<file path="src/source/RV_params.svh">
`ifndef RV_PARAMS_SVH
`define RV_PARAMS_SVH

// ------------------------------------------------------------
// Core widths
// ------------------------------------------------------------

// Data word and address width
`define RV_DATA_WIDTH 32

// Register index width, 32 registers
`define RV_REG_WIDTH 5

// ------------------------------------------------------------
// Data memory
// ------------------------------------------------------------

`define RV_DMEM_DEPTH 64 // Words, power of two

`endif
</file>
<file path="src/source/Types.sv">
`include "RV_params.svh"

package Types;

    typedef logic [`RV_DATA_WIDTH-1:0] Word;    // Data and address word
    typedef logic [`RV_REG_WIDTH-1:0]  RegAddr; // Register index

    // Major opcodes of the supported subset
    typedef enum logic [6:0] {
        OPC_OP     = 7'b0110011,
        OPC_OP_IMM = 7'b0010011,
        OPC_LUI    = 7'b0110111,
        OPC_LOAD   = 7'b0000011,
        OPC_STORE  = 7'b0100011,
        OPC_BRANCH = 7'b1100011,
        OPC_JAL    = 7'b1101111,
        OPC_JALR   = 7'b1100111
    } Opcode;

    // ALU operations
    typedef enum logic [2:0] {
        ALU_ADD, ALU_SUB, ALU_AND, ALU_OR, ALU_XOR, ALU_SLT, ALU_PASSB
    } AluOp;

    // Datapath selectors
    typedef enum logic [1:0] {PC_PLUS4, PC_OFFSET, PC_RS1_OFFSET} PCNextSel;

    typedef enum logic [1:0] {OPA_REG, OPA_PC, OPA_ZERO} OperandASel;

    typedef enum logic {OPB_REG, OPB_IMM} OperandBSel;

    typedef enum logic [1:0] {WB_ALU, WB_MEM, WB_PC_PLUS4} RegWrDataSel;

endpackage

</file>
<file path="src/source/DataMemoryBus.sv">
interface DataMemoryBus
    import Types::*;
();

    Word  Addr;     // Byte address
    logic WrEnable; // Write at next rising edge
    Word  WrData;   // Store data
    Word  RdData;   // Load data, combinational

    // Core side
    modport Master (
        output Addr,
        output WrEnable,
        output WrData,
        input  RdData);

    // Memory side
    modport Slave (
        input  Addr,
        input  WrEnable,
        input  WrData,
        output RdData);

endinterface

</file>
<file path="src/source/DataMemory.sv">
`include "RV_params.svh"

module DataMemory
    import Types::*;
#(
    parameter int DEPTH = `RV_DMEM_DEPTH) // Words, power of two
(
    input  logic        i_Clock, // Write clock
    input  logic        i_arstN, // Clears storage
    DataMemoryBus.Slave Bus      // Access from the core
);

    localparam int IDX_WIDTH = $clog2(DEPTH);

    Word                  Mem [DEPTH];
    logic [IDX_WIDTH-1:0] Index; // Word index, wraps at DEPTH

    assign Index = Bus.Addr[IDX_WIDTH+1:2];

    // ------------------------------------------------------------
    // Clocked write, combinational read
    // ------------------------------------------------------------

    always_ff @(posedge i_Clock or negedge i_arstN) begin
        if (!i_arstN) begin
            for (int i = 0; i < DEPTH; i++) begin
                Mem[i] <= '0;
            end
        end else if (Bus.WrEnable) begin
            Mem[Index] <= Bus.WrData;
        end
    end

    assign Bus.RdData = Mem[Index];

endmodule

</file>
<file path="src/flat_wrapper.sv">
// flat-port wrapper written by rule: the top's interface ports become plain ports
module DataMemory_flat import Types::*;
#(
    parameter int DEPTH = `RV_DMEM_DEPTH)
  (i_Clock, i_arstN, Bus_Addr, Bus_WrEnable, Bus_WrData, Bus_RdData);
  DataMemoryBus Bus_i ();
  input  logic i_Clock;
  input  logic i_arstN;
  input wire logic [$bits(Bus_i.Addr)-1:0] Bus_Addr;
  input wire logic [$bits(Bus_i.WrEnable)-1:0] Bus_WrEnable;
  input wire logic [$bits(Bus_i.WrData)-1:0] Bus_WrData;
  output wire logic [$bits(Bus_i.RdData)-1:0] Bus_RdData;
  assign Bus_i.Addr = Bus_Addr;
  assign Bus_i.WrEnable = Bus_WrEnable;
  assign Bus_i.WrData = Bus_WrData;
  assign Bus_RdData = Bus_i.RdData;
  DataMemory #(.DEPTH(DEPTH)) u_core (.i_Clock(i_Clock), .i_arstN(i_arstN), .Bus(Bus_i));
endmodule
</file>
<file path="config.mk">
export PLATFORM = sky130hd
export DESIGN_NAME = DataMemory_flat
export DESIGN_NICKNAME = d
export VERILOG_FILES = /design/src/source/Types.sv /design/src/source/DataMemoryBus.sv /design/src/source/DataMemory.sv /design/src/flat_wrapper.sv
export VERILOG_INCLUDE_DIRS = /design/src /design/src/source
export SDC_FILE = /design/constraint.sdc
export NUM_CORES = 2
export LEC_CHECK = 0
export BUFFER_PORTS_ARGS = -buffer_cell sky130_fd_sc_hd__buf_2
export CAP_MARGIN = 0
export CORE_MARGIN = 3
export CORE_UTILIZATION = 56
export DETAILED_ROUTE_END_ITERATION = 8
export GPL_ROUTABILITY_DRIVEN = 0
export HOLD_SLACK_MARGIN = 0.03
export MAX_ROUTING_LAYER = met4
export PLACE_DENSITY_LB_ADDON = 0.12
export SYNTH_ARGS = -nofsm -noshare
export SYNTH_HDL_FRONTEND = slang
export SYNTH_SLANG_ARGS = --single-unit
</file>
<file path="constraint.sdc">
create_clock -name i_Clock -period 1.97 [get_ports i_Clock]
set_input_delay 0 -clock i_Clock [delete_from_list [all_inputs] [get_ports i_Clock]]
set_output_delay 0 -clock i_Clock [all_outputs]
set_load 0.01 [all_outputs]
</file>
; ---- Yosys cells after proc, flatten, opt, wreduce, memory -nomap -nowiden
; Cells that the tools add are included.
[classes]
n_bitwise = 1
reduce_logical = 1
mux = 6
order_cmp = 2
[ops]
columns = operator, count
row1 = bitwise mux 2048 bit, 1
row2 = binary-select mux 32 bit (select 6 bit), 1
row3 = demux 32 bit (select 6 bit), 1
row4 = two-way mux 32 bit, 3
row5 = "greater-or-equal comparator 7 bit, second input constant", 1
row6 = "< comparator 7 x 1 -> 1 bit, second input constant", 1
row7 = NOT 6 -> 7 bit, 1
row8 = logical AND 1 bit, 1
[totals]
wordCells = 74
output_inout_bits = 32
inputBits = 67
register_bits = 2048

; ---- Logic depth before layout (Yosys ltp)
[logic_depth]
ltp_word = 6
ltp_mapped = 11
mapped_depth_nobuf = 6

; ---- Worst setup path before layout
; Ideal clock, no wire load.
[synth_path]
kind = input port to output port
start = input port Bus_Addr[3]
end = output port Bus_RdData[26]
t_required_ns = 1.970
n_path_buf = 3
slack_ns = 0.194
cell_stages = 7
t_arrival_ns = 1.776
path_cell_list = buf_4 buf_4 clkbuf_1 mux4_2 a22oi_1 nand4_1 or4_1
[synth_via]
elab_chain_cells = 4
[synth_rtl]
columns = item, line
row1 = start: declaration, flat_wrapper.sv:9  ; input wire logic [$bits(Bus_i.Addr)-1:0] Bus_Addr;
row2 = NOT 6 -> 7 bit (implied by the code), DataMemory.sv:34  ; assign Bus.RdData = Mem[Index];
row3 = binary-select mux 32 bit (select 6 bit), DataMemory.sv:34
row4 = two-way mux 32 bit (implied by the code) (2 in series), DataMemory.sv:34
row5 = end: declaration, flat_wrapper.sv:12  ; output wire logic [$bits(Bus_i.RdData)-1:0] Bus_RdData;
; No other way between the ends. The select of a mux whose other input is x is not followed.

; ---- Worst setup path in the final report
[layout_path]
start = register u_core.Mem[1201] (netlist bit)
end = output port Bus_RdData[17]
[layout_via]
elab_chain_cells = 3
[layout_rtl]
columns = item, line
row1 = start: declaration, DataMemory.sv:15  ; Word Mem [DEPTH];
row2 = start signal: indexed assignment, DataMemory.sv:30  ; Mem[Index] <= Bus.WrData;
row3 = binary-select mux 32 bit (select 6 bit), DataMemory.sv:34
row4 = two-way mux 32 bit (implied by the code) (2 in series), DataMemory.sv:34
; No other way between the ends. The select of a mux whose other input is x is not followed.

==> results.cfg <==
[synth]
synthArstFlopShare_pct = 100
synth_seq_cells = 2048
syn_area_um2 = 92100
ys_warn_count = 0
synth_nets = 6867
synth_area_leader_cell = dfrtp_1
synth.avg_cell_area_um2 = 13.5
synth_area_leaders = dfrtp_1, mux2_2, a22oi_1
synth_common_cells = mux2_2, dfrtp_1, a22oi_1, clkbuf_1, buf_2
synth_cell_types = 52
yosysMostFrequentCell = mux2_2
synth_edf_count = 0
synthCells = 6800
ys_seq_area_share_pct = 55.6
synth_ff_type = dfrtp_1
synthDominantCellAreaShare_pct = 55.6

[sta]
min_period_ns = 2.82
worst_slew_pin_slew_ns = 1.11
relSlewSlack_pct = 25.6
slew_violations = 0
setup_ws_ns = -0.850
fin_crit_sh_pct = 143
skew_ns = 0
hold_slack_ns = 0.111
hold_violations = 0
fmax_mhz = 355
setup_viol = 32
setup_tns_ns = -23.63
rsz0062_at_grt = yes

[global_route]
grt.total_usage_pct = 38.1
grt_pass1_wl_um = 458000
antenna_found_initial = 15
grt-ovfl-total = 0
grt_max_degree = 113
grt_pass1_vias = 65000

[worst_setup_path]
r2r_setup_slack_ns = 1.04
cp-end-kind = output port
critical_path.startpoint_type = flop
critPathMaxFanout = 2
worst-setup-path-type = flop to output port
reg2reg_from = u_core.Mem[1503]
crit_start = u_core.Mem[1201]
reg2reg_depth = 2
worstPathArrival_ns = 2.82
r2r-end = u_core.Mem[1503]
crit_required_ns = 1.97

[routing]
vias_per_cell = 6.83
routed_wl_um = 315000
drt_pass1_iterations = 8
vias = 64300
ant_nets = 0
routedWlPerCell_um = 33.4
remaining_drc_errors = 0
drtIter0Drc = 7401

[clock_network]
cts_sinks = 2048
clkLatencyLatePin_ns = 0.86
clk_pin_slew_ns = 0.06
cts_tree = yes
cts-htree-levels = 4
cts_buffers = 208
cts_max_path_buffers = 3
cts_root_buffer = clkbuf_16

[power_and_ir_drop]
seqPwrFrac_pct = 48.7
p_sw_share_pct = 25.6
clockPowerShare_pct = 38.2
pwr_density_cell_nw_per_um2 = 956
p_comb_share_pct = 13.0
peakVddDrop_mv = 0.979
power.internal_mw = 77.5
switchingPower_mw = 26.7
leakagePower_nw = 49.8

[floorplanning]
core_um2 = 163000
die_width_um = 412
std_cell_rows = 148
die_h_um = 412
start_util_pct = 56.5
die_area_um2 = 169000
io_pins = 99

[final_layout]
largest-register = u_core.Mem
layout.nets = 7128
largest_register_ff_count = 2048
syn_to_final_growth_pct = 18.3
drive_above_1_share_pct = 48.9
largestRegisters = u_core.Mem x2048

[run_status]
violations = setup timing
status = finished with violations

[min_path]
hold_start = Bus_WrData[13]
hold_class = primary input to flop
min_to = u_core.Mem[1613]
worstHoldPathCells = 3

[placed_design]
io_buffers = 72
dp_hpwl_um = 203000

[job]
maxCapViolCount = 0
cell usage in the layout (no fill, tap or decap), drive strengths merged, types with 6 or more instances in the layout:
| cell type | instances |
|---|---|
| a211oi | 49 |
| a21o | 12 |
| a21oi | 223 |
| a221o | 8 |
| a221oi | 213 |
| a222oi | 8 |
| a22o | 32 |
| a22oi | 512 |
| and2 | 7 |
| and3 | 14 |
| buf | 767 |
| bufinv | 6 |
| clkbuf | 327 |
| clkinv | 33 |
| dfrtp | 2048 |
| diode | 13 |
| dlygate4sd3 | 34 |
| inv | 8 |
| mux2 | 2099 |
| mux2i | 91 |
| mux4 | 66 |
| nand2 | 115 |
| nand2b | 16 |
| nand3 | 8 |
| nand3b | 7 |
| nand4 | 22 |
| nor2 | 85 |
| nor2b | 19 |
| nor3 | 14 |
| nor4 | 13 |
| o211ai | 23 |
| o21ai | 130 |
| o221ai | 8 |
| o22ai | 127 |
| o32ai | 12 |
| or3 | 15 |
| or4 | 20 |
power groups by stage:
stage	combinational [mW]	clock (mW)	sequential, mW
finish	13.6	39.8	50.8
detailed placement	13.0	0	51.2
global route	14.6	41.8	51.2
CTS	13.5	40.1	50.5
global placement	12.6	0	50.9
floorplan	8.60	0	50.3
per-layer routing:
layer  up-vias  global-route usage (%)  share of wire, %
li1      26000                       -                 -
met1     34500                    52.5                41
met2      3083                    55.2                45
met3       706                    8.50               9.3
met4         0                    15.3               4.5
met5         -                       -                 0
worst max-delay path: stages, from the launching register on:
cell	delay [ns]
dfrtp_1	0.38
mux2_2	0.27
a22oi_2	0.13
o22ai_2	0.11
a21oi_1	0.13
buf_4	0.14
nor2_1	0.07
or4_4	0.58
buf_6	0.14
what timing repair did:
item / 4_1_cts / 5_1_grt
gates resized for setup: 169 / 76
hold buffers: 35 / 0
pin swaps: 71 / 45
setup endpoints to repair: 32 / 32
setup buffers: 5 / 3
endpoints found under the hold margin: 3989 / 0
worst max path at each step:
stage / end / slack (ns) / cells past startpoint
after floorplan: Bus_RdData[26] / 0.19 / 7
after global placement: Bus_RdData[23] / -0.79 / 13
after detailed placement: Bus_RdData[23] / -0.81 / 13
after CTS: Bus_RdData[17] / -0.91 / 7
after global routing: Bus_RdData[3] / -0.94 / 8
final: Bus_RdData[17] / -0.85 / 8
through the flow:
| step | total power [mW] | std cells | worst slack (ns) | utilization (%) | instance area, um^2 |
|---|---|---|---|---|---|
| 2_1_floorplan | 58.9 | 6800 | 0.194 | - | 92100 |
| 3_3_place_gp | 63.5 | 8984 | -0.794 | 61.6 | 100000 |
| 3_5_place_dp | 64.3 | 8984 | -0.807 | 61.6 | 100000 |
| 4_1_cts | 104 | 9398 | -0.909 | 66.5 | 109000 |
| 5_1_grt | 108 | 9409 | -0.937 | 66.8 | 109000 |
| 6_report | 104 | 9414 | -0.850 | 66.8 | 109000 |
cell families (layout without fill, tap and decap cells):
family | after synthesis | count (layout) | synth area share (%)
DFF | 2048 | 2048 | 55.6
and+or+nand+nor | 362 | 362 | 1.95
buffers and inverters | 751 | 1177 | 3.57
AOI/OAI and AO/OA | 1383 | 1383 | 10.6
other | 0 | 13 | 0
muxes | 2256 | 2256 | 28.3
final cells by class:
cell class | instances | area (um^2)
clock buffers | 327 | 6310
multi-input cells | 4001 | 39100
diodes | 13 | 32.5
clock inverters | 48 | 571
flip-flops and latches | 2048 | 51200
fillers | 11700 | 54200
inverters | 1 | 3.75
repair buffers | 801 | 9020
well taps | 2175 | 2720
Power figures use the tool's default switching activity.
