<file path="config.mk">
export PLATFORM = sky130hd
export DESIGN_NAME = ProcessorSC_flat
export DESIGN_NICKNAME = d
export VERILOG_FILES = /design/src/source/Types.sv /design/src/source/DataMemoryBus.sv /design/src/source/ProcessorSC.sv /design/src/source/RegisterFile.sv /design/src/source/IntegerALU.sv /design/src/source/DatapathController.sv /design/src/source/InstDecoder.sv /design/src/flat_wrapper.sv
export VERILOG_INCLUDE_DIRS = /design/src /design/src/source
export SDC_FILE = /design/constraint.sdc
export NUM_CORES = 2
export LEC_CHECK = 0
export BUFFER_PORTS_ARGS = -buffer_cell sky130_fd_sc_hd__buf_2
export CAP_MARGIN = 30
export CORE_AREA = 5 5 484 486
export CTS_CLUSTER_SIZE = 14
export DETAILED_ROUTE_END_ITERATION = 10
export DIE_AREA = 0 0 489 491
export SYNTH_ARGS = -nofsm -noshare
export SYNTH_HDL_FRONTEND = slang
export SYNTH_HIERARCHICAL = 1
export SYNTH_SLANG_ARGS = --single-unit
</file>
<file path="constraint.sdc">
create_clock -name i_Clock -period 13.4 [get_ports i_Clock]
set_input_delay 2.68 -clock i_Clock [delete_from_list [all_inputs] [get_ports i_Clock]]
set_output_delay 2.68 -clock i_Clock [all_outputs]
set_load 0.005 [all_outputs]
</file>
<file path="src/source/RV_params.svh">
`ifndef RV_PARAMS_SVH
`define RV_PARAMS_SVH

// ------------------------------------------------------------
// Core widths
// ------------------------------------------------------------

// Data word and address width
`define RV_DATA_WIDTH 32

// Register index width, 32 registers
`define RV_REG_WIDTH 5

// ------------------------------------------------------------
// Data memory
// ------------------------------------------------------------

`define RV_DMEM_DEPTH 64 // Words, power of two

`endif
</file>
<file path="src/source/Types.sv">
`include "RV_params.svh"

package Types;

    typedef logic [`RV_DATA_WIDTH-1:0] Word;    // Data and address word
    typedef logic [`RV_REG_WIDTH-1:0]  RegAddr; // Register index

    // Major opcodes of the supported subset
    typedef enum logic [6:0] {
        OPC_OP     = 7'b0110011,
        OPC_OP_IMM = 7'b0010011,
        OPC_LUI    = 7'b0110111,
        OPC_LOAD   = 7'b0000011,
        OPC_STORE  = 7'b0100011,
        OPC_BRANCH = 7'b1100011,
        OPC_JAL    = 7'b1101111,
        OPC_JALR   = 7'b1100111
    } Opcode;

    // ALU operations
    typedef enum logic [2:0] {
        ALU_ADD, ALU_SUB, ALU_AND, ALU_OR, ALU_XOR, ALU_SLT, ALU_PASSB
    } AluOp;

    // Datapath selectors
    typedef enum logic [1:0] {PC_PLUS4, PC_OFFSET, PC_RS1_OFFSET} PCNextSel;

    typedef enum logic [1:0] {OPA_REG, OPA_PC, OPA_ZERO} OperandASel;

    typedef enum logic {OPB_REG, OPB_IMM} OperandBSel;

    typedef enum logic [1:0] {WB_ALU, WB_MEM, WB_PC_PLUS4} RegWrDataSel;

endpackage

</file>
<file path="src/source/DataMemoryBus.sv">
interface DataMemoryBus
    import Types::*;
();

    Word  Addr;     // Byte address
    logic WrEnable; // Write at next rising edge
    Word  WrData;   // Store data
    Word  RdData;   // Load data, combinational

    // Core side
    modport Master (
        output Addr,
        output WrEnable,
        output WrData,
        input  RdData);

    // Memory side
    modport Slave (
        input  Addr,
        input  WrEnable,
        input  WrData,
        output RdData);

endinterface

</file>
<file path="src/source/ProcessorSC.sv">
module ProcessorSC
    import Types::*;
(
    input  logic         i_Clock,       // Core clock
    input  logic         i_arstN,       // Async reset, active low
    input  Word          i_Inst,        // Instruction at o_InstAddr
    output Word          o_InstAddr,    // Fetch address
    output logic         o_RegWrEnable, // Register write trace
    output RegAddr       o_RegWrAddr,
    output Word          o_RegWrData,
    DataMemoryBus.Master DBus           // Data memory
);

    Word         PC;            // Current PC
    Word         PCNext;        // PC for next cycle
    Word         PCPlus4;
    Word         PCPlusOffset;  // Branch and JAL target
    Word         RS1PlusOffset; // JALR target
    RegAddr      RS1, RS2, RD;
    Word         Imm;
    Word         RdDataA, RdDataB;
    AluOp        AluControl;
    logic        RegWrEnable;
    logic        MemWrEnable;
    OperandASel  OpASel;
    OperandBSel  OpBSel;
    RegWrDataSel WrDataSel;
    PCNextSel    NextSel;
    Word         OperandA, OperandB;
    Word         AluResult;
    Word         RegWrData;     // Write-back value

    // ------------------------------------------------------------
    // Decode and control
    // ------------------------------------------------------------

    InstDecoder Dec (
        .i_Inst (i_Inst),
        .o_RS1  (RS1),
        .o_RS2  (RS2),
        .o_RD   (RD),
        .o_IMM  (Imm));

    DatapathController DpCtrl (
        .i_Inst         (i_Inst),
        .i_RdDataA      (RdDataA),
        .i_RdDataB      (RdDataB),
        .o_AluControl   (AluControl),
        .o_RegWrEnable  (RegWrEnable),
        .o_MemWrEnable  (MemWrEnable),
        .o_OperandASel  (OpASel),
        .o_OperandBSel  (OpBSel),
        .o_RegWrDataSel (WrDataSel),
        .o_PCNextSel    (NextSel));

    RegisterFile Regs (
        .i_Clock    (i_Clock),
        .i_arstN    (i_arstN),
        .i_WrEnable (RegWrEnable),
        .i_WrAddr   (RD),
        .i_WrData   (RegWrData),
        .i_RdAddrA  (RS1),
        .o_RdDataA  (RdDataA),
        .i_RdAddrB  (RS2),
        .o_RdDataB  (RdDataB));

    // ------------------------------------------------------------
    // Execute and write-back
    // ------------------------------------------------------------

    always_comb begin
        case (OpASel)
            OPA_PC:   OperandA = PC;
            OPA_ZERO: OperandA = '0;      // LUI
            default:  OperandA = RdDataA; // rs1
        endcase
    end

    assign OperandB = (OpBSel == OPB_REG) ? RdDataB : Imm;

    IntegerALU Alu (
        .i_Op       (AluControl),
        .i_OperandA (OperandA),
        .i_OperandB (OperandB),
        .o_Result   (AluResult));

    always_comb begin
        case (WrDataSel)
            WB_MEM:      RegWrData = DBus.RdData; // Load
            WB_PC_PLUS4: RegWrData = PCPlus4;     // Link
            default:     RegWrData = AluResult;
        endcase
    end

    // ------------------------------------------------------------
    // Program counter
    // ------------------------------------------------------------

    assign PCPlus4       = PC + 32'd4;
    assign PCPlusOffset  = PC + Imm;
    assign RS1PlusOffset = RdDataA + Imm;

    always_comb begin
        case (NextSel)
            PC_OFFSET:     PCNext = PCPlusOffset;
            PC_RS1_OFFSET: PCNext = {RS1PlusOffset[31:1], 1'b0}; // JALR drops bit 0
            default:       PCNext = PCPlus4;
        endcase
    end

    always_ff @(posedge i_Clock or negedge i_arstN) begin
        if (!i_arstN) begin
            PC <= '0; // Fetch starts at address zero
        end else begin
            PC <= PCNext;
        end
    end

    // Data bus master, address from rs1+imm
    assign DBus.Addr     = AluResult;
    assign DBus.WrEnable = MemWrEnable;
    assign DBus.WrData   = RdDataB;

    assign o_InstAddr    = PC;
    assign o_RegWrEnable = RegWrEnable; // Trace of the pending write
    assign o_RegWrAddr   = RD;
    assign o_RegWrData   = RegWrData;

endmodule

</file>
<file path="src/source/RegisterFile.sv">
`include "RV_params.svh"

module RegisterFile
    import Types::*;
(
    input  logic   i_Clock,    // Write clock
    input  logic   i_arstN,    // Clears all registers
    input  logic   i_WrEnable, // Write strobe
    input  RegAddr i_WrAddr,   // Write index
    input  Word    i_WrData,   // Write value
    input  RegAddr i_RdAddrA,  // Read port A index
    input  RegAddr i_RdAddrB,  // Read port B index
    output Word    o_RdDataA,  // Read port A value
    output Word    o_RdDataB   // Read port B value
);

    localparam int NUM_REGS = 2 ** `RV_REG_WIDTH;

    Word Regs [NUM_REGS];

    // ------------------------------------------------------------
    // Synchronous write, x0 left untouched
    // ------------------------------------------------------------

    always_ff @(posedge i_Clock or negedge i_arstN) begin
        if (!i_arstN) begin
            for (int i = 0; i < NUM_REGS; i++) begin
                Regs[i] <= '0;
            end
        end else if (i_WrEnable && (i_WrAddr != '0)) begin
            Regs[i_WrAddr] <= i_WrData;
        end
    end

    // Asynchronous reads, old value during a write
    assign o_RdDataA = (i_RdAddrA == '0) ? '0 : Regs[i_RdAddrA];
    assign o_RdDataB = (i_RdAddrB == '0) ? '0 : Regs[i_RdAddrB];

endmodule

</file>
<file path="src/source/IntegerALU.sv">
module IntegerALU
    import Types::*;
(
    input  AluOp i_Op,       // Operation select
    input  Word  i_OperandA, // First operand
    input  Word  i_OperandB, // Second operand
    output Word  o_Result    // Result
);

    // ------------------------------------------------------------
    // Combinational operations
    // ------------------------------------------------------------

    logic LessThan; // Signed A < B

    assign LessThan = ($signed(i_OperandA) < $signed(i_OperandB));

    always_comb begin
        case (i_Op)
            ALU_ADD:   o_Result = i_OperandA + i_OperandB;
            ALU_SUB:   o_Result = i_OperandA - i_OperandB;
            ALU_AND:   o_Result = i_OperandA & i_OperandB;
            ALU_OR:    o_Result = i_OperandA | i_OperandB;
            ALU_XOR:   o_Result = i_OperandA ^ i_OperandB;
            ALU_SLT:   o_Result = {{($bits(Word)-1){1'b0}}, LessThan};
            ALU_PASSB: o_Result = i_OperandB; // LUI path
            default:   o_Result = '0;
        endcase
    end

endmodule

</file>
<file path="src/source/DatapathController.sv">
module DatapathController
    import Types::*;
(
    input  Word         i_Inst,         // Instruction word
    input  Word         i_RdDataA,      // rs1 value, for branch compare
    input  Word         i_RdDataB,      // rs2 value, for branch compare
    output AluOp        o_AluControl,   // ALU operation
    output logic        o_RegWrEnable,  // Register write, never for x0
    output logic        o_MemWrEnable,  // Data memory write
    output OperandASel  o_OperandASel,  // ALU operand A source
    output OperandBSel  o_OperandBSel,  // ALU operand B source
    output RegWrDataSel o_RegWrDataSel, // Write-back source
    output PCNextSel    o_PCNextSel     // Next PC source
);

    Opcode      Op;
    logic [2:0] Funct3;
    RegAddr     Rd;
    logic       IsSub;       // OP with funct7 bit 5 set
    logic       IsEQ;        // rs1 == rs2
    logic       IsLT;        // rs1 < rs2, signed
    logic       BranchTaken;
    logic       RegWrRaw;    // Write request before x0 masking
    AluOp       ArithOp;     // Operation from funct3

    assign Op     = Opcode'(i_Inst[6:0]);
    assign Funct3 = i_Inst[14:12];
    assign Rd     = i_Inst[11:7];
    assign IsSub  = (Op == OPC_OP) && i_Inst[30];

    // ------------------------------------------------------------
    // Branch compare
    // ------------------------------------------------------------

    assign IsEQ = (i_RdDataA == i_RdDataB);
    assign IsLT = ($signed(i_RdDataA) < $signed(i_RdDataB));

    always_comb begin
        case (Funct3)
            3'b000:  BranchTaken = IsEQ; // BEQ
            3'b100:  BranchTaken = IsLT; // BLT
            default: BranchTaken = 1'b0; // Other branches never taken
        endcase
    end

    // Shared funct3 decode for OP and OP_IMM
    always_comb begin
        case (Funct3)
            3'b111:  ArithOp = ALU_AND;
            3'b110:  ArithOp = ALU_OR;
            3'b100:  ArithOp = ALU_XOR;
            3'b010:  ArithOp = ALU_SLT;
            default: ArithOp = IsSub ? ALU_SUB : ALU_ADD;
        endcase
    end

    // ------------------------------------------------------------
    // Main decode
    // ------------------------------------------------------------

    always_comb begin
        // Defaults behave as a NOP
        o_AluControl   = ALU_ADD;
        RegWrRaw       = 1'b0;
        o_MemWrEnable  = 1'b0;
        o_OperandASel  = OPA_REG;
        o_OperandBSel  = OPB_IMM;
        o_RegWrDataSel = WB_ALU;
        o_PCNextSel    = PC_PLUS4;

        case (Op)
            OPC_OP: begin
                o_AluControl  = ArithOp;
                o_OperandBSel = OPB_REG; // rs2 operand
                RegWrRaw      = 1'b1;
            end
            OPC_OP_IMM: begin
                o_AluControl = ArithOp;
                RegWrRaw     = 1'b1;
            end
            OPC_LUI: begin
                o_AluControl  = ALU_PASSB;
                o_OperandASel = OPA_ZERO;
                RegWrRaw      = 1'b1;
            end
            OPC_LOAD: begin
                o_RegWrDataSel = WB_MEM; // Address from rs1+imm
                RegWrRaw       = 1'b1;
            end
            OPC_STORE: o_MemWrEnable = 1'b1;
            OPC_BRANCH: begin
                o_PCNextSel = BranchTaken ? PC_OFFSET : PC_PLUS4;
            end
            OPC_JAL: begin
                o_RegWrDataSel = WB_PC_PLUS4; // Link address
                o_PCNextSel    = PC_OFFSET;
                RegWrRaw       = 1'b1;
            end
            OPC_JALR: begin
                o_RegWrDataSel = WB_PC_PLUS4;
                o_PCNextSel    = PC_RS1_OFFSET;
                RegWrRaw       = 1'b1;
            end
            default: ; // Unsupported opcode, no side effects
        endcase
    end

    assign o_RegWrEnable = RegWrRaw && (Rd != '0); // x0 never written

endmodule

</file>
<file path="src/source/InstDecoder.sv">
module InstDecoder
    import Types::*;
(
    input  Word    i_Inst, // Instruction word
    output RegAddr o_RS1,  // Source register 1
    output RegAddr o_RS2,  // Source register 2
    output RegAddr o_RD,   // Destination register
    output Word    o_IMM   // Sign-extended immediate
);

    Opcode Op;

    assign Op    = Opcode'(i_Inst[6:0]);
    assign o_RS1 = i_Inst[19:15];
    assign o_RS2 = i_Inst[24:20];
    assign o_RD  = i_Inst[11:7];

    // ------------------------------------------------------------
    // Immediate by instruction format
    // ------------------------------------------------------------

    always_comb begin
        case (Op)
            OPC_STORE:  // S format
                o_IMM = {{20{i_Inst[31]}}, i_Inst[31:25], i_Inst[11:7]};
            OPC_BRANCH: // B format, bit 0 always zero
                o_IMM = {{20{i_Inst[31]}}, i_Inst[7], i_Inst[30:25],
                         i_Inst[11:8], 1'b0};
            OPC_LUI:    // U format
                o_IMM = {i_Inst[31:12], 12'b0};
            OPC_JAL:    // J format
                o_IMM = {{12{i_Inst[31]}}, i_Inst[19:12], i_Inst[20],
                         i_Inst[30:21], 1'b0};
            default:    // I format for OP_IMM, LOAD, JALR
                o_IMM = {{20{i_Inst[31]}}, i_Inst[31:20]};
        endcase
    end

endmodule

</file>
<file path="src/flat_wrapper.sv">
// flat-port wrapper written by rule: the top's interface ports become plain ports
module ProcessorSC_flat import Types::*;
  (i_Clock, i_arstN, i_Inst, o_InstAddr, o_RegWrEnable, o_RegWrAddr, o_RegWrData, DBus_Addr, DBus_WrEnable, DBus_WrData, DBus_RdData);
  DataMemoryBus DBus_i ();
  input  logic i_Clock;
  input  logic i_arstN;
  input  Word i_Inst;
  output Word o_InstAddr;
  output logic o_RegWrEnable;
  output RegAddr o_RegWrAddr;
  output Word o_RegWrData;
  output wire logic [$bits(DBus_i.Addr)-1:0] DBus_Addr;
  output wire logic [$bits(DBus_i.WrEnable)-1:0] DBus_WrEnable;
  output wire logic [$bits(DBus_i.WrData)-1:0] DBus_WrData;
  input wire logic [$bits(DBus_i.RdData)-1:0] DBus_RdData;
  assign DBus_Addr = DBus_i.Addr;
  assign DBus_WrEnable = DBus_i.WrEnable;
  assign DBus_WrData = DBus_i.WrData;
  assign DBus_i.RdData = DBus_RdData;
  ProcessorSC u_core (.i_Clock(i_Clock), .i_arstN(i_arstN), .i_Inst(i_Inst), .o_InstAddr(o_InstAddr), .o_RegWrEnable(o_RegWrEnable), .o_RegWrAddr(o_RegWrAddr), .o_RegWrData(o_RegWrData), .DBus(DBus_i));
endmodule
</file>
Yosys cells after proc, flatten, opt, wreduce, memory -nomap -nowiden
Index checks and enable logic that the tools add are counted.

word-level totals
  register bits = 1056
  input port bits = 66
  logic and storage cells = 114

operators by class
  add/subtract/negate cells = 5
  magnitude comparators = 6
  equality and inequality tests = 25
  muxes and demuxes = 27
  bitwise logic cells = 6
  reduce and logical (&&, ||, !) cells = 12

operators with widths
  cell                   number
  $bwmux 1024            1
  $bmux 32 s5            2
  $mux 32                8
  $pmux 32 s7            1
  $pmux 32 s2            3
  $demux 32 s5           1
  $pmux 31 s4            1
  $add 32x32->32         3
  $lt 32x32->1           2
  $add 32x3->32 const B  1
  $and 32x32->32         1
  $eq 32x32->1           1
  $or 32x32->32          1
  $sub 32x32->32         1
  $xor 32x32->32         1
  $eq 7x6->1 const B     3
  $eq 7x7->1 const B     3
  $eq 3x3->1 const B     6
  $ge 6x6->1 const B     3
  $not 5->6              3
  $pmux 3 s4             1
  $logic_not 5->1        2
  $eq 3x2->1 const B     3
  $eq 7x2->1 const B     1
  other kinds (16)       28

Depth between registers and ports, before layout
  depth after elaboration = 11
  depth in mapped cells = 26

Hierarchy
Netlist, hierarchy kept.

modules (own cells, without submodules)
  module              instances  cells an instance  area an instance (um2)  sequential area each (um2)
  RegisterFile        1          3620               54359.6                 25624.6
  ProcessorSC         1          895                6628.9                  800.8
  IntegerALU          1          861                5713.0                  0.0
  DatapathController  1          154                1024.7                  0.0
  InstDecoder         1          69                 544.3                   0.0

Worst setup path before layout
OpenSTA, ideal clock, no wires.

  path type = input-to-output
  start point = in i_Inst[16]
  end point = out o_RegWrData[31]
  arrival time = 7.328 ns
  data required time = 10.720 ns
  path slack = 3.392 ns
  stages = 23
  path buffers = 4
  cell sequence = buf_4 -> buf_4 -> buf_6 -> nor2b_1 -> buf_2 -> a221oi_1 -> o21ai_0 -> a311oi_1 -> nand2_1 -> o21ai_0 -> inv_1 -> ha_1 -> nor2_1 -> o311a_1 -> o21ba_2 -> o221ai_4 -> o211ai_4 -> a2111oi_4 -> o221ai_2 -> mux2i_1 -> or3_1 -> nand2_1 -> o21ai_0

between the ends
  cells in the longest elaborated chain, start to end = 9
  elaborated cells on any way between the ends = 16
  classes of those cells = add/sub (2); mux (9); bitwise (4); reduce/logical (1)

ends and longest elaborated chain
  what                                                     RTL line                            source
  start, declared                                          flat_wrapper.sv:7                   input Word i_Inst;
  $not 5->6 (implied by the code)                          RegisterFile.sv:36                  assign o_RdDataA = (i_RdAddrA == '0) ? '0 : Regs[i_RdAddrA];
  $bmux 32 s5                                              RegisterFile.sv:36
  $mux 32 (implied by the code) (2 in series)              RegisterFile.sv:36
  $mux 32 (*)                                              RegisterFile.sv:36
  net u_core.RdDataA[1]                                    ProcessorSC.sv:21                   Word RdDataA, RdDataB;
  $pmux 32 s2 (*)                                          ProcessorSC.sv:72                   case (OpASel)
  net u_core.OperandA[1]                                   ProcessorSC.sv:29                   Word OperandA, OperandB;
  $sub 32x32->32 / $add 32x32->32 (equally long branches)  IntegerALU.sv:21, IntegerALU.sv:20
  $pmux 32 s7 (*)                                          IntegerALU.sv:19                    case (i_Op)
  net DBus_Addr[31]                                        flat_wrapper.sv:12                  output wire logic [$bits(DBus_i.Addr)-1:0] DBus_Addr;
  $pmux 32 s2 (*)                                          ProcessorSC.sv:88                   case (WrDataSel)
  end, declared                                            flat_wrapper.sv:11                  output Word o_RegWrData;

The timed path passes the listed nets; every way through them passes the cells marked *. The select of a mux whose other input is x is not followed.

Worst setup path in the final report
  start point = in i_Inst[22]
  end point = out o_RegWrData[31]

between the ends
  cells in the longest elaborated chain, start to end = 9
  elaborated cells on any way between the ends = 15
  classes of those cells = add/sub (2); mux (8); bitwise (4); reduce/logical (1)

ends and longest elaborated chain
  what                                                     RTL line                            source
  $not 5->6 (implied by the code)                          RegisterFile.sv:37                  assign o_RdDataB = (i_RdAddrB == '0) ? '0 : Regs[i_RdAddrB];
  $bmux 32 s5                                              RegisterFile.sv:37
  $mux 32 (implied by the code) (2 in series)              RegisterFile.sv:37
  $mux 32 (*)                                              RegisterFile.sv:37
  $mux 32 (*)                                              ProcessorSC.sv:79                   assign OperandB = (OpBSel == OPB_REG) ? RdDataB : Imm;
  net u_core.OperandB[12]                                  ProcessorSC.sv:29
  $sub 32x32->32 / $add 32x32->32 (equally long branches)  IntegerALU.sv:21, IntegerALU.sv:20
  $pmux 32 s7 (*)                                          IntegerALU.sv:19
  $pmux 32 s2 (*)                                          ProcessorSC.sv:88

Marks and branches as above.

==> results.sh <==
export IMPL_cp_num_cells=21
export IMPL_antenna_left=0
export IMPL_start_util_pct=29.78
export IMPL_cts_sinks=1056
export IMPL_reg2regPathDepth=20
export IMPL_use_met2_pct=33.24
export IMPL_synth_seq_cells=1056
export IMPL_clockBufferDepth=3
export IMPL_regArea_um2=26430
export IMPL_required_ps=10720
export IMPL_fillers=22500
export IMPL_post_cts_setup_buffer_count=0
export IMPL_r2r_slack_ps=6890
export IMPL_layout_commonest_cell="mux2_2"
export IMPL_routabilityCongestion=0.9497
export IMPL_grt_max_degree=171
export IMPL_rsz0062_at_grt="no"
export IMPL_yosys_warnings=6
export IMPL_cp_start_kind="primary input"
export IMPL_yosys_area_top_type="dfrtp_1"
export IMPL_clk_pin_slew_worst_paths_ps=60
export IMPL_worst_pin_slew_ps=2788
export IMPL_ir_worst_vdd_v=0.0001130
export IMPL_synth_ff_type="dfrtp_1"
export IMPL_detail_route_first_pass_iterations=6
export IMPL_die_x_um=489
export IMPL_cts_buffers_inserted=117
export IMPL_wl_per_cell_um=30.61
export IMPL_syn_cell_area_um2=68270
export IMPL_dieArea_um2=240100
export IMPL_grt_pass1_wl_um=379800
export IMPL_viasPerCell=5.990
export IMPL_period_share_pct=89.85
export IMPL_cts_hold_fix_buffers=0
export IMPL_power_uw=9162
export IMPL_endpoint_kind="output pin"
export IMPL_htree_levels=3
export IMPL_ctsResizeCount=0
export IMPL_p_leak_uw=0.03468
export IMPL_maxCapViolCount=0
export IMPL_timing_critical_path_mode_cell="mux2i_1"
export IMPL_slew_viol_final=32
export IMPL_drc_errors=0
export IMPL_hpwlAfterDp_um=176200
export IMPL_die_h_um=491
export IMPL_period_minus_slack_ps=12040
export IMPL_syn_to_final_growth_pct=12.88
export IMPL_grt_overflow_total=0
export IMPL_synth_edf_count=0
export IMPL_critPathKind="in -> out"
export IMPL_yosysSeqAreaShare_pct=38.71
export IMPL_busiest_layer="met2"
export IMPL_core_area_um2=229200
export IMPL_vias=52350
export IMPL_slew_headroom_pct=-86.25
export IMPL_use_met3_pct=5.201
export IMPL_hold_violations=0
export IMPL_yosysUniqueCellTypes=104
export IMPL_met1_usage_pct=28.18
export IMPL_crit_buf_inv=4
export IMPL_max_freq_mhz=83.05
export IMPL_final_cell_mix="mux2_2 (1069), dfrtp_1 (1056), mux4_2 (449)"
export IMPL_whs_ps=393.4
export IMPL_worstPathArrival_ps=9360
export IMPL_hold_class="reg -> reg"
export IMPL_crit_fanout=63
export IMPL_cp_top_family="compound AO/OA/AOI/OAI gates"
export IMPL_drive_gt1_share_pct=40.04
export IMPL_rows=176
export IMPL_violations="slew limit"
export IMPL_io_buffers=200
export IMPL_hold_depth=0
export IMPL_finalSetupViolations=0
export IMPL_syn_nets=5874
export IMPL_path_cells="buf_8, buf_4, mux2i_1, a221oi_1, o21ai_0, a311oi_1, mux2_2, inv_1, ha_1, nor3b_1, o311ai_1, a31oi_1, o41ai_4, o211ai_4, a2111oi_4, o221ai_2, mux2i_1, or3_1, nand2_1, o21ai_2, buf_2"
export IMPL_synth_top_cell_area_share_pct=38.71
export IMPL_cts_tree="done"
export IMPL_track_usage_pct=21.52
export IMPL_cts_root_buf="clkbuf_16"
export IMPL_wirelength_um=267500
export IMPL_worst_path_max_delay_cell="a311oi_1"
export IMPL_fin_worst_skew_ps=35.75
export IMPL_antenna_found_initial=21
export IMPL_multi_input_area_um2=39170
export IMPL_grt_pass1_vias=52240
export IMPL_powerDensity_nw_per_um2=118.9
export IMPL_synth_area_leaders="dfrtp_1 (39%), mux2_2 (18%), mux4_2 (15%)"
export IMPL_setup_tns_ps=0
export IMPL_synth_avg_cell_area_um2=12.19
export IMPL_insertion_delay_ps=760
export IMPL_async_reset_ff_share_pct=100.0
export IMPL_io_pins=201
export IMPL_critPathMaxStageDelay_ps=860
export IMPL_syn_inst=5599
export IMPL_fin_nets=5880
export IMPL_status="finished with violations"
export IMPL_drt_iter0_markers=5415
sequential cells by signal (all words and copies together), names as in the netlist:
| name | flops |
|---|---|
| u_core/Regs/Regs | 1024 |
| u_core/o_InstAddr | 32 |
metrics by stage:
| step | util (%) | area (µm²) | cells | worst slack, ps |
|---|---|---|---|---|
| after global placement | 31.80 | 72900 | 8496 | 1417 |
| after floorplan | - | 68270 | 5599 | 3392 |
| after detailed placement | 31.83 | 72960 | 8503 | 1592 |
| final | 33.62 | 77060 | 8740 | 1360 |
| after global routing | 33.61 | 77050 | 8733 | 1132 |
| after CTS | 33.52 | 76850 | 8719 | 1578 |
final cells by class:
type | instances | share of cell area, %
Timing Repair Buffer | 447 | 4.098
Clock buffer | 169 | 4.445
Antenna cell | 12 | 0.03897
Sequential cell | 1056 | 34.29
Multi-Input combinational cell | 3825 | 50.83
Clock inverter | 47 | 0.6072
Inverter | 158 | 0.7728
Tap cell | 3026 | 4.913
final timing paths:
path	startpoint	endpoint
worst min-delay path	u_core/Regs/Regs[999]	u_core/Regs/Regs[999]
max in group asynchronous	i_arstN	u_core/Regs/Regs[309]
worst max-delay path	i_Inst[22]	o_RegWrData[31]
worst min register to register	u_core/Regs/Regs[999]	u_core/Regs/Regs[999]
min in group asynchronous	i_arstN	u_core/Regs/Regs[998]
worst max register to register	u_core/Regs/Regs[300]	u_core/Regs/Regs[31]
per-layer routing:
layer	vias up	wire (µm)	share of wire, %
met5	-	157	0.059
met2	2950	120100	45
met4	18	14840	5.5
li1	21340	-	-
met1	27340	105500	39
met3	708	26910	10
power by group:
group	total (µW)	switching, µW	internal (µW)
clock network	3300	1400	1900
registers	3570	198	3370
logic	2290	1450	842
total	9160	3040	6120
Yosys cell counts, types with 32 or more instances:
master and count:
a211oi_1 78, a21oi_1 168, nand3_1 44, inv_1 158, dfrtp_1 1056, mux4_2 449
mux2i_1 166, nor3_1 40, mux2_1 32, buf_2 182, o21ai_0 217, ha_1 205
a21o_1 45, nand2_1 218, xnor2_1 68, nor2_1 197, buf_4 45, a221oi_1 64
nor2b_1 90, a311oi_1 70, a22oi_1 100, clkbuf_1 299, a22o_1 38, mux2_2 1069
logic make-up after synthesis:
group / count (synthesis) / share of synthesized area, %
AOI/OAI and AO/OA: 1041 / 10.71
other: 1 / 0.005493
muxes: 1717 / 35.43
adders and majority gates: 209 / 3.874
buffers and inverters: 718 / 4.567
xor gates and xnor gates: 96 / 1.232
DFF: 1056 / 38.71
and+or+nand+nor: 761 / 5.474
No activity file was read; power rests on OpenSTA's default activity.
